## config.mk

```make
export PLATFORM = sky130hd
export DESIGN_NAME = issue_unit
export DESIGN_NICKNAME = d
export VERILOG_FILES = /design/src/hw/ooo_pkg.sv /design/src/hw/issue_unit.sv
export SDC_FILE = /design/constraint.sdc
export NUM_CORES = 1
export LEC_CHECK = 0
export BUFFER_PORTS_ARGS = -buffer_cell sky130_fd_sc_hd__buf_2
export CAP_MARGIN = 20
export CORE_AREA = 2 2 136 138
export DETAILED_ROUTE_END_ITERATION = 8
export DIE_AREA = 0 0 138 140
export PLACE_DENSITY_LB_ADDON = 0.25
export SLEW_MARGIN = 0
export SYNTH_ARGS = -nofsm -noshare
export SYNTH_HDL_FRONTEND = slang
export SYNTH_SLANG_ARGS = --single-unit
export TNS_END_PERCENT = 1
```

## constraint.sdc

```tcl
create_clock -name vclk -period 2.6
set_input_delay 0.78 -clock vclk [all_inputs]
set_output_delay 0.78 -clock vclk [all_outputs]
set_load 0.02 [all_outputs]
```

## src/hw/ooo_pkg.sv

```systemverilog
`default_nettype none

package ooo_pkg;

  typedef logic [31:0] word_t;
  typedef logic [4:0]  reg_idx_t;

  localparam int ROB_DEPTH = 8;
  localparam int ROB_IDX_W = 3;

  typedef logic [ROB_IDX_W-1:0] rob_tag_t;

  // value is only meaningful once ready is set
  typedef struct packed {
    logic     ready;
    word_t    value;
    rob_tag_t tag;
  } operand_t;

  typedef enum logic [3:0] {
    ALU_ADD,
    ALU_SUB,
    ALU_SLL,
    ALU_SLT,
    ALU_SLTU,
    ALU_XOR,
    ALU_SRL,
    ALU_SRA,
    ALU_OR,
    ALU_AND
  } alu_op_e;

  typedef struct packed {
    rob_tag_t tag;
    alu_op_e  op;
    operand_t a;
    operand_t b;
    logic     b_imm;
  } dispatch_t;

  typedef struct packed {
    logic     valid;
    rob_tag_t tag;
    word_t    value;
  } cdb_lane_t;

  // lane 0 alu, lane 1 multiplier
  localparam int CDB_LANES = 2;

  typedef struct packed {
    reg_idx_t rd;
    word_t    value;
  } commit_t;

  // pick up a broadcast result for a waiting operand
  function automatic operand_t cdb_snoop(operand_t op, cdb_lane_t [CDB_LANES-1:0] lanes);
    operand_t res;
    res = op;
    for (int l = 0; l < CDB_LANES; l++) begin
      if (!op.ready && lanes[l].valid && lanes[l].tag == op.tag) begin
        res.ready = 1'b1;
        res.value = lanes[l].value;
      end
    end
    return res;
  endfunction

endpackage

`default_nettype wire

```

## src/hw/issue_unit.sv

```systemverilog
`timescale 1ns/100ps
`default_nettype none

module issue_unit
  import ooo_pkg::*;
(
  input  logic                      instr_valid,
  input  word_t                     instr,
  output logic                      instr_ready,
  output reg_idx_t                  rs1,
  output reg_idx_t                  rs2,
  output reg_idx_t                  rd,
  input  operand_t                  sb_op_a,
  input  operand_t                  sb_op_b,
  input  operand_t                  rob_op_a,
  input  operand_t                  rob_op_b,
  input  cdb_lane_t [CDB_LANES-1:0] cdb,
  input  logic                      alu_full,
  input  logic                      mul_full,
  input  logic                      rob_full,
  input  rob_tag_t                  alloc_tag,
  output logic                      alu_push,
  output logic                      mul_push,
  output logic                      rob_push,
  output dispatch_t                 dispatch
);

  localparam logic [6:0] OPC_OP     = 7'b0110011;
  localparam logic [6:0] OPC_OP_IMM = 7'b0010011;
  localparam logic [6:0] OPC_LUI    = 7'b0110111;

  logic [6:0] opcode;
  logic [2:0] funct3;
  logic       is_lui;
  logic       is_imm;
  logic       is_mul;
  word_t      imm;
  alu_op_e    op;
  operand_t   op_a;
  operand_t   op_b;

  // scoreboard first, then a finished rob entry, then this cycle's broadcast
  function automatic operand_t resolve(operand_t sb, operand_t from_rob,
                                       cdb_lane_t [CDB_LANES-1:0] lanes);
    if (sb.ready) begin
      return sb;
    end
    if (from_rob.ready) begin
      return from_rob;
    end
    return cdb_snoop(sb, lanes);
  endfunction

  assign opcode = instr[6:0];
  assign funct3 = instr[14:12];
  assign rd     = instr[11:7];
  assign rs1    = instr[19:15];
  assign rs2    = instr[24:20];

  assign is_lui = opcode == OPC_LUI;
  assign is_imm = opcode == OPC_OP_IMM || is_lui;
  // funct7 0000001 selects mul
  assign is_mul = opcode == OPC_OP && instr[25];
  assign imm    = is_lui ? {instr[31:12], 12'b0} : {{20{instr[31]}}, instr[31:20]};

  always_comb begin
    case (funct3)
      3'b000:  op = (opcode == OPC_OP && instr[30]) ? ALU_SUB : ALU_ADD;
      3'b001:  op = ALU_SLL;
      3'b010:  op = ALU_SLT;
      3'b011:  op = ALU_SLTU;
      3'b100:  op = ALU_XOR;
      3'b101:  op = instr[30] ? ALU_SRA : ALU_SRL;
      3'b110:  op = ALU_OR;
      default: op = ALU_AND;
    endcase
    // lui is imm + 0
    if (is_lui) begin
      op = ALU_ADD;
    end
  end

  assign op_a = is_lui ? '{ready: 1'b1, value: '0, tag: '0}
                       : resolve(sb_op_a, rob_op_a, cdb);
  assign op_b = is_imm ? '{ready: 1'b1, value: imm, tag: '0}
                       : resolve(sb_op_b, rob_op_b, cdb);

  assign instr_ready = (is_mul ? !mul_full : !alu_full) && !rob_full;
  assign rob_push    = instr_valid && instr_ready;
  assign alu_push    = rob_push && !is_mul;
  assign mul_push    = rob_push && is_mul;

  assign dispatch = '{tag: alloc_tag, op: op, a: op_a, b: op_b, b_imm: is_imm};

endmodule

`default_nettype wire

```

# Yosys cells after proc, flatten, opt, wreduce, memory -nomap -nowiden
# Cells that the tools add are included.
# op_classes
eq_ne	13
n_mux	26
reduce_logical	22
# ops
operator	count
2-to-1 mux 36 bit	10
2-to-1 mux 33 bit	4
2-to-1 mux 31 bit	1
one-hot mux 4 bit (7 select lines)	1
== test 7 x 6 -> 1 bit, second input constant	2
logical AND 1 bit	14
== test 3 bit	4
== test 3 bit, second input constant	3
2-to-1 mux 1 bit	9
== test 7 x 5 -> 1 bit, second input constant	1
== test 3 x 2 -> 1 bit, second input constant	2
zero test 1 bit	6
2-to-1 mux 4 bit	1
== test 3 x 1 -> 1 bit, second input constant	1
zero test 3 bit	1
logical OR 1 bit	1
# word_totals
ff_bits	0
input_bits	255
elab_cells	61

# Logic depth before layout (Yosys ltp)
# Gate-level depths: netlist of run 1.
# logic_depth
ltp_word	8
ltp_mapped	7
ltp_nobuf	4

# Worst setup path before layout of run 1
# No wires, ideal clock.
# synth_timing
path_kind	input -> output
start	in cdb[33] in the netlist's numbering
end	out dispatch[42] in the netlist's numbering
t_arrival_ps	2135
slack_ps	-315
stages	5
n_path_buf	1
path_cell_list	xnor2_1 > nand4_2 > buf_2 > mux2i_1 > a221oi_1
# synth_rtl
element	line_no	rtl
start, declared	issue_unit.sv:17	input cdb_lane_t [CDB_LANES-1:0] cdb,
end, declared	issue_unit.sv:25	output dispatch_t dispatch

==> results.sh, run 1 <==
export IMPL_status="finished with violations"
export IMPL_violations="negative setup slack"
export IMPL_start_util_pct=24.6
export IMPL_die_h_um=140
export IMPL_dr_pass1_iters=7
export IMPL_hpwlAfterDp_mm=22.0
export IMPL_fmax_mhz=335
export IMPL_rows=49
export IMPL_p_per_area_mw_per_mm2=199
export IMPL_core_mm2=0.0178
export IMPL_worstSetupEndpointType="output port"
export IMPL_slowest_stage="a221oi_2"
export IMPL_placed_area_mm2=0.00716
export IMPL_drv_cap=0
export IMPL_setup_ws_ns=-0.384
export IMPL_grt_pass1_vias=7006
export IMPL_die_x_um=138
export IMPL_num_nets_final=1272
export IMPL_worst_pin_slew_ns=0.304
export IMPL_grt_max_degree=34
export IMPL_syn_area_per_cell_um2=6.56
export IMPL_synth_warnings=0
export IMPL_dieArea_mm2=0.0193
export IMPL_drt_iter0_markers=461
export IMPL_arrival_ns=2.20
export IMPL_hold_depth=0
export IMPL_syn2layout_area_growth_pct=76.3
export IMPL_wirelength_mm=26.9
export IMPL_grt_pass1_wl_mm=40.4
export IMPL_grtUsageTotal_pct=25.8
export IMPL_io_pins=354
export IMPL_slew_headroom_pct=79.4
export IMPL_cp_max_fo=13
export IMPL_cp_required_ns=1.82
export IMPL_dr_max_layer_used="met4"
export IMPL_wl_met1_mm=11.5
export IMPL_crit_type="in -> out"
export IMPL_met3_length_mm=1.55
export IMPL_placedCellCount=1241
export IMPL_ir_drop_mv=0.108
export IMPL_syn_nets=922
export IMPL_synth_cell_types=52
export IMPL_start_kind="input pin"
export IMPL_hold_end="rd[0]"
export IMPL_vias=7212
export IMPL_final_area_mm2=0.00772
export IMPL_hold_viol=0
export IMPL_final_antenna_net_count=0
export IMPL_grt_overflow=0
export IMPL_drive_above_1_share_pct=51.7
export IMPL_regArea_um2=0
export IMPL_cp_startpoint="cdb[32]"
export IMPL_nClkBuffers=0
export IMPL_cp_cell_sequence="buf_2 -> xnor2_1 -> nand4_2 -> buf_12 -> mux2i_1 -> a221oi_2 -> buf_4"
export IMPL_maxSlewViolCount=0
export IMPL_hp_class="in -> out"
export IMPL_final_cell_mix="buf_2 (262), buf_4 (135), inv_1 (67)"
export IMPL_vias_per_cell=5.79
export IMPL_antenna_found_initial=3
export IMPL_routedWlPerCell_um=21.6
export IMPL_seq_cells=0
export IMPL_synth_area_mm2=0.00438
export IMPL_leakagePower_uw=0.00380
export IMPL_port_buffers=338
export IMPL_gp_congestion=0.851
export IMPL_postCtsHoldBufs=0
export IMPL_dr_wl_met2_mm=13.2
export IMPL_cp_slowest_stage_delay_ns=0.31
export IMPL_grt_setup_unrepaired="yes"
export IMPL_finalCritPeriodShare_pct=115
export IMPL_drc_errors=0
export IMPL_layout_commonest_cell="buf_2"
export IMPL_setup_violations=81
export IMPL_fin_crit_ns=2.98
export IMPL_ys_seq_area_share_pct=0
export IMPL_syn_inst=667
export IMPL_min_from="instr[7]"
export IMPL_fin_cells=1246
export IMPL_fin_util_pct=43.4
## critical path, delay by kind of cell
family	cells	cell delay [ns]
compound gates	1	0.31
xor+xnor	1	0.23
buf+inv	3	0.55
mux	1	0.13
simple gates	1	0.19
## worst max-delay path by stage
stage / endpoint / slack [ns] / cells past startpoint
floorplan: dispatch[10] / -0.22 / 6
global route: dispatch[33] / -0.43 / 7
CTS: dispatch[40] / -0.39 / 7
global placement: dispatch[35] / -0.49 / 7
finish: dispatch[42] / -0.38 / 7
detailed placement: dispatch[35] / -0.47 / 7
## metrics by stage
step	TNS, ns	setup slack [ns]	hold slack [ns]	total power (uW)
3_3_place_gp	-29.35	-0.494	1.56	1390
4_1_cts	-25.06	-0.389	1.56	1490
3_5_place_dp	-29.23	-0.469	1.56	1400
5_1_grt	-27.41	-0.430	1.56	1640
2_1_floorplan	-13.49	-0.223	1.61	762
6_report	-22.59	-0.384	1.56	1540
## layout make-up
class / instances / area [um^2]
fillers: 1899 / 10100
multi-input cells: 498 / 4070
repair buffers: 449 / 3100
well taps: 229 / 287
inverters: 68 / 255
diodes: 2 / 5.00
## kinds of logic after synthesis
logic type             share of synthesized area, %
AO/OA/AOI/OAI                                  55.0
buffers and inverters                          17.6
XOR/XNOR                                       2.40
multiplexers                                   8.72
AND/OR/NAND/NOR                                16.3
## Yosys cell counts, types with 2 or more instances
cell      count  area share, %
a211o_1       5            1.0
a211oi_1     33            5.7
a21o_1        5           0.86
a21oi_1      25            2.9
a221o_1      11            2.5
a221oi_1     32            6.4
a22o_1        6            1.2
a22oi_1       5           0.86
a31o_2        5            1.0
a31oi_1      16            2.3
a32oi_1      15            3.0
a41oi_1      32            6.4
and3b_1       2           0.40
and4_1        6            1.2
buf_2        18            2.1
buf_4        22            3.8
buf_6         4            1.0
clkbuf_1     56            4.8
inv_1        67            5.7
mux2i_1      37            8.5
nand2_1      41            3.5
nand2b_1      6           0.86
nand3_1       8           0.91
nand3b_1     20            3.4
nand4_1       7            1.0
nor2_1       18            1.5
nor2b_1       6           0.86
nor3_1        2           0.23
o211ai_1     37            6.3
o21ai_0      47            5.4
o221ai_1     32            6.4
o22ai_1       5           0.71
o311ai_0      5            1.0
or2_2         2           0.29
xnor2_1      12            2.4
## timing repair
item                       in CTS  in global routing
buffers inserted                0                  2
gates resized for setup       102                 46
pin swaps                       6                 18
cloned                          1                  0
hold endpoints to repair        0                  0
setup endpoints to repair      81                 81
## per-layer routing
layer,track usage [%],vias up
li1,-,3362
met1,34.6,3458
met2,45.8,343
met3,1.98,49
met4,4.51,0
met5,0,-
## power by group
part	switching [uW]	total (uW)	leakage, uW	internal, uW
registers	0	0	0	0
clock network	0	0.000103	0.0000000127	0.000103
logic	843	1540	0.00380	695
total	843	1540	0.00380	695
Note: power is estimated with default switching activity, not from simulation.
==> run 2, diff against run 1 <==
--- a/config.mk
+++ b/config.mk
@@ -10,7 +10,7 @@
 export CORE_AREA = 2 2 136 138
 export DETAILED_ROUTE_END_ITERATION = 8
 export DIE_AREA = 0 0 138 140
-export PLACE_DENSITY_LB_ADDON = 0.25
+export PLACE_DENSITY = 0.64
 export SLEW_MARGIN = 0
 export SYNTH_ARGS = -nofsm -noshare
 export SYNTH_HDL_FRONTEND = slang
==> run 2 against run 1 <==
Effect of this change:
- largest cell class unchanged
- utilization is 1.0 points lower
- largest power group unchanged
- wire length is 5.7% higher
- via count is 3.5% higher
- highest routed layer unchanged
- sequential share of layout area stayed put
- the flow still finishes with violations (negative setup slack)
==> results.sh, run 2 (synthesis gave the netlist of run 1 again) <==
export IMPL_slowest_stage="or4_4"
export IMPL_drive_above_1_share_pct=52.1
export IMPL_routedWlPerCell_um=23.0
export IMPL_p_total_uw=1530
export IMPL_hpwlAfterDp_mm=22.9
export IMPL_io_pins=354
export IMPL_final_cell_mix="buf_2 (283), buf_4 (116), inv_1 (67)"
export IMPL_die_x_um=138
export IMPL_vias=7462
export IMPL_drv_cap=0
export IMPL_grt_pass1_wl_mm=41.9
export IMPL_grt_setup_unrepaired="yes"
export IMPL_grt_overflow=0
export IMPL_antenna_found_initial=1
export IMPL_layout_commonest_cell="buf_2"
export IMPL_dieArea_mm2=0.0193
export IMPL_placed_area_mm2=0.00707
export IMPL_dr_pass1_iters=5
export IMPL_wirelength_mm=28.5
export IMPL_hold_viol=0
export IMPL_fmax_mhz=330
export IMPL_grt_max_degree=33
export IMPL_setup_violations=81
export IMPL_fin_crit_ns=3.03
export IMPL_start_util_pct=24.6
export IMPL_gp_congestion=0.903
export IMPL_postCtsHoldBufs=0
export IMPL_cpMostUsedCell="buf_6"
export IMPL_vias_per_cell=6.02
export IMPL_finalCritPeriodShare_pct=117
export IMPL_die_h_um=140
export IMPL_crit_type="in -> out"
export IMPL_port_buffers=338
export IMPL_hp_class="in -> out"
export IMPL_grtUsageTotal_pct=27.2
export IMPL_core_mm2=0.0178
export IMPL_ir_drop_mv=0.0910
export IMPL_cp_cell_sequence="buf_6 -> nand3b_4 -> buf_6 -> or4_4 -> mux2i_2 -> and3b_1 -> buf_6"
export IMPL_hold_end="rd[0]"
export IMPL_rows=49
export IMPL_cp_slowest_stage_delay_ns=0.54
export IMPL_regArea_um2=0
export IMPL_cp_max_fo=6
export IMPL_maxSlewViolCount=0
export IMPL_drt_iter0_markers=683
export IMPL_min_from="instr[7]"
export IMPL_arrival_ns=2.25
export IMPL_num_nets_final=1266
export IMPL_drc_errors=0
export IMPL_hold_depth=0
export IMPL_seq_cells=0
export IMPL_slew_headroom_pct=67.7
export IMPL_final_area_mm2=0.00753
export IMPL_worst_pin_slew_ns=0.480
export IMPL_violations="negative setup slack"
export IMPL_leakagePower_uw=0.00373
export IMPL_start_kind="input pin"
export IMPL_cp_required_ns=1.82
export IMPL_worstSetupEndpointType="output port"
export IMPL_grt_pass1_vias=7181
export IMPL_final_antenna_net_count=0
export IMPL_status="finished with violations"
export IMPL_setup_ws_ns=-0.429
export IMPL_nClkBuffers=0
export IMPL_fin_util_pct=42.4
export IMPL_final_setup_tns_ns=-23.91
export IMPL_p_per_area_mw_per_mm2=204
export IMPL_syn2layout_area_growth_pct=72.1
-- run 2: cell types whose count changed in the layout (fill, tap and decap cells not counted), moves of 4 or more --
cell,before,now
a211oi_1,30,26
buf_6,31,26
a211oi_2,2,6
o21ai_1,1,7
buf_4,135,116
o21ai_0,47,40
buf_2,262,283
-- run 2: layer usage --
layer  wire (um)  GRT usage [%]  up-vias  share of wire (%)
li1            -              -     3351                  -
met1       11900           35.8     3595                 42
met2       13900           47.7      448                 49
met3        1900           2.70       68                6.7
met4         758           6.71        0                2.7
met5           0              0        -                  0
-- run 2: what timing repair did --
action                     4_1_cts  5_1_grt
buffers inserted                 3        0
resized for setup              102       26
gates cloned                     1        0
pin swaps                       26       11
setup endpoints to repair       81       81
-- run 2: worst max path at each step --
stage | from | endpoint | slack, ns
4_1_cts | instr[3] | rob_push | -0.40
3_5_place_dp | instr[3] | dispatch[25] | -0.56
5_1_grt | instr[3] | rob_push | -0.47
3_3_place_gp | instr[3] | dispatch[33] | -0.55
6_report | instr[3] | rob_push | -0.43
2_1_floorplan | cdb[70] | dispatch[10] | -0.22
-- run 2: final cells by class --
type | count | area (um^2)
fillers | 1838 | 10200
multi-input cells | 498 | 4060
repair buffers | 443 | 2930
well taps | 229 | 287
inverters | 68 | 255
diodes | 1 | 2.50
-- run 2: critical path: cells and delay by family --
kind / cells / cell delay [ns]
simple gates: 3 / 0.91
buf+inv: 3 / 0.36
mux: 1 / 0.20
-- run 2: report_power, final --
part	internal, uW	switching [uW]	total [uW]	leakage [uW]
Sequential	0	0	0	0
Combinational	673	861	1530	0.00373
Clock	0.0000514	0	0.0000515	0.00000000634
Total	673	861	1530	0.00373
-- run 2: metrics by stage --
step                hold slack [ns]  setup WS [ns]  std cells
detailed placement             1.56         -0.565       1234
floorplan                      1.61         -0.223        667
global placement               1.56         -0.552       1234
finish                         1.56         -0.429       1239
global route                   1.56         -0.471       1238
CTS                            1.56         -0.395       1238
==> run 3, diff against run 2 <==
--- a/config.mk
+++ b/config.mk
@@ -5,12 +5,12 @@
 export SDC_FILE = /design/constraint.sdc
 export NUM_CORES = 1
 export LEC_CHECK = 0
-export BUFFER_PORTS_ARGS = -buffer_cell sky130_fd_sc_hd__buf_2
 export CAP_MARGIN = 20
-export CORE_AREA = 2 2 136 138
+export CORE_AREA = 2 2 137 139
 export DETAILED_ROUTE_END_ITERATION = 8
-export DIE_AREA = 0 0 138 140
-export PLACE_DENSITY = 0.64
+export DIE_AREA = 0 0 139 141
+export DONT_BUFFER_PORTS = 1
+export PLACE_DENSITY = 0.46
 export SLEW_MARGIN = 0
 export SYNTH_ARGS = -nofsm -noshare
 export SYNTH_HDL_FRONTEND = slang
==> run 3 against run 2 <==
Effect of this change:
- the flow still finishes with violations (negative setup slack)
- fmax increased by 7.2%
- design area fell by 17%
- global-route usage shrank 3.2 points
- cell count fell by 23%
- non-clock buffer count decreased by 296
- critical path depth unchanged
- highest routed layer unchanged
==> results.sh, run 3 (synthesis gave the netlist of run 1 again) <==
export IMPL_status="finished with violations"
export IMPL_violations="negative setup slack"
export IMPL_start_util_pct=24.0
export IMPL_layout_commonest_cell="buf_4"
export IMPL_cp_required_ns=1.82
export IMPL_hold_end="rd[0]"
export IMPL_setup_violations=74
export IMPL_num_nets_final=970
export IMPL_dr_pass1_iters=5
export IMPL_antenna_found_initial=1
export IMPL_drive_above_1_share_pct=34.4
export IMPL_grtUsageTotal_pct=24.0
export IMPL_hp_class="in -> out"
export IMPL_grt_max_degree=59
export IMPL_rows=50
export IMPL_slowest_stage="and3b_2"
export IMPL_leakagePower_uw=0.00261
export IMPL_min_from="instr[7]"
export IMPL_grt_pass1_wl_mm=37.2
export IMPL_final_cell_mix="buf_4 (107), inv_1 (67), nand2_1 (40)"
export IMPL_hold_slack_ns=1.56
export IMPL_dieArea_mm2=0.0196
export IMPL_fin_util_pct=34.3
export IMPL_fin_crit_ns=2.83
export IMPL_worst_pin_slew_ns=0.359
export IMPL_vias_per_cell=6.51
export IMPL_nClkBuffers=0
export IMPL_grt_overflow=0
export IMPL_drv_cap=0
export IMPL_core_mm2=0.0183
export IMPL_setup_ws_ns=-0.226
export IMPL_cp_slowest_stage_delay_ns=0.37
export IMPL_routedWlPerCell_um=27.6
export IMPL_fin_cells=948
export IMPL_cp_max_fo=6
export IMPL_grt_setup_unrepaired="yes"
export IMPL_maxSlewViolCount=0
export IMPL_crit_type="in -> out"
export IMPL_critPathBufInv=3
export IMPL_placedCellCount=941
export IMPL_wirelength_mm=26.2
export IMPL_fmax_mhz=354
export IMPL_multi_input_area_mm2=0.00428
export IMPL_p_per_area_mw_per_mm2=190
export IMPL_regArea_um2=0
export IMPL_grt_pass1_vias=5957
export IMPL_drt_iter0_markers=421
export IMPL_seq_cells=0
export IMPL_cpMostUsedCell="buf_12"
export IMPL_die_x_um=139
export IMPL_ir_drop_mv=0.0881
export IMPL_io_pins=354
export IMPL_worstSetupEndpointType="output port"
export IMPL_syn2layout_area_growth_pct=43.3
export IMPL_arrival_ns=2.05
export IMPL_finalCritPeriodShare_pct=109
export IMPL_hold_viol=0
export IMPL_port_buffers=0
export IMPL_final_antenna_net_count=0
export IMPL_hpwlAfterDp_mm=20.7
export IMPL_path_delay_family="buffers and inverters"
export IMPL_die_h_um=141
export IMPL_vias=6170
export IMPL_n_fill_cell=1991
export IMPL_drc_errors=0
export IMPL_hold_depth=0
export IMPL_gp_congestion=0.898
export IMPL_start_kind="input pin"
export IMPL_cp_cell_sequence="and3b_2 -> a41oi_4 -> buf_12 -> buf_12 -> o21ai_1 -> o22ai_1 -> buf_4"
export IMPL_slew_headroom_pct=75.8
[run 3: through the flow]
| step | total power, uW | setup WS [ns] | setup TNS [ns] | instance area, um^2 |
|---|---|---|---|---|
| 6_report | 1190 | -0.226 | -9.27 | 6270 |
| 4_1_cts | 1150 | -0.226 | -8.42 | 6040 |
| 3_5_place_dp | 1080 | -0.349 | -16.12 | 5680 |
| 3_3_place_gp | 1080 | -0.338 | -15.62 | 5680 |
| 5_1_grt | 1260 | -0.273 | -13.29 | 6270 |
| 2_1_floorplan | 762 | -0.223 | -13.49 | 4590 |
[run 3: timing repair]
| action | in CTS | in global routing |
|---|---|---|
| hold buffers | 0 | 0 |
| gates cloned | 0 | 4 |
| resized for setup | 73 | 41 |
| buffers inserted | 1 | 1 |
| setup endpoints to repair | 80 | 80 |
| pin swaps | 51 | 13 |
[run 3: how the worst max path moves through the flow]
stage	start	endpoint	slack, ns	cells after the start
after floorplan	cdb[70]	dispatch[10]	-0.22	6
after global placement	instr[3]	dispatch[23]	-0.34	6
after detailed placement	instr[3]	dispatch[23]	-0.35	6
after CTS	instr[3]	rob_push	-0.23	4
after global routing	instr[3]	dispatch[23]	-0.27	7
final	instr[3]	dispatch[23]	-0.23	7
[run 3: power breakdown]
group / switching, uW / internal (uW)
clock: 0 / 0.0000515
combinational: 656 / 534
sequential: 0 / 0
[run 3: cell type report]
cell class | instances | area share (%)
repair buffers | 147 | 23.1
diodes | 1 | 0.0399
inverters | 68 | 4.07
multi-input cells | 498 | 68.2
well taps | 234 | 4.67
[run 3: metal layers]
metal | GRT usage [%] | vias to the layer above | share of wire, %
met5 | 0 | - | 0
met2 | 42.3 | 330 | 49
li1 | - | 2751 | -
met1 | 30.4 | 3056 | 41
met3 | 5.16 | 33 | 8.2
met4 | 4.15 | 0 | 1.5
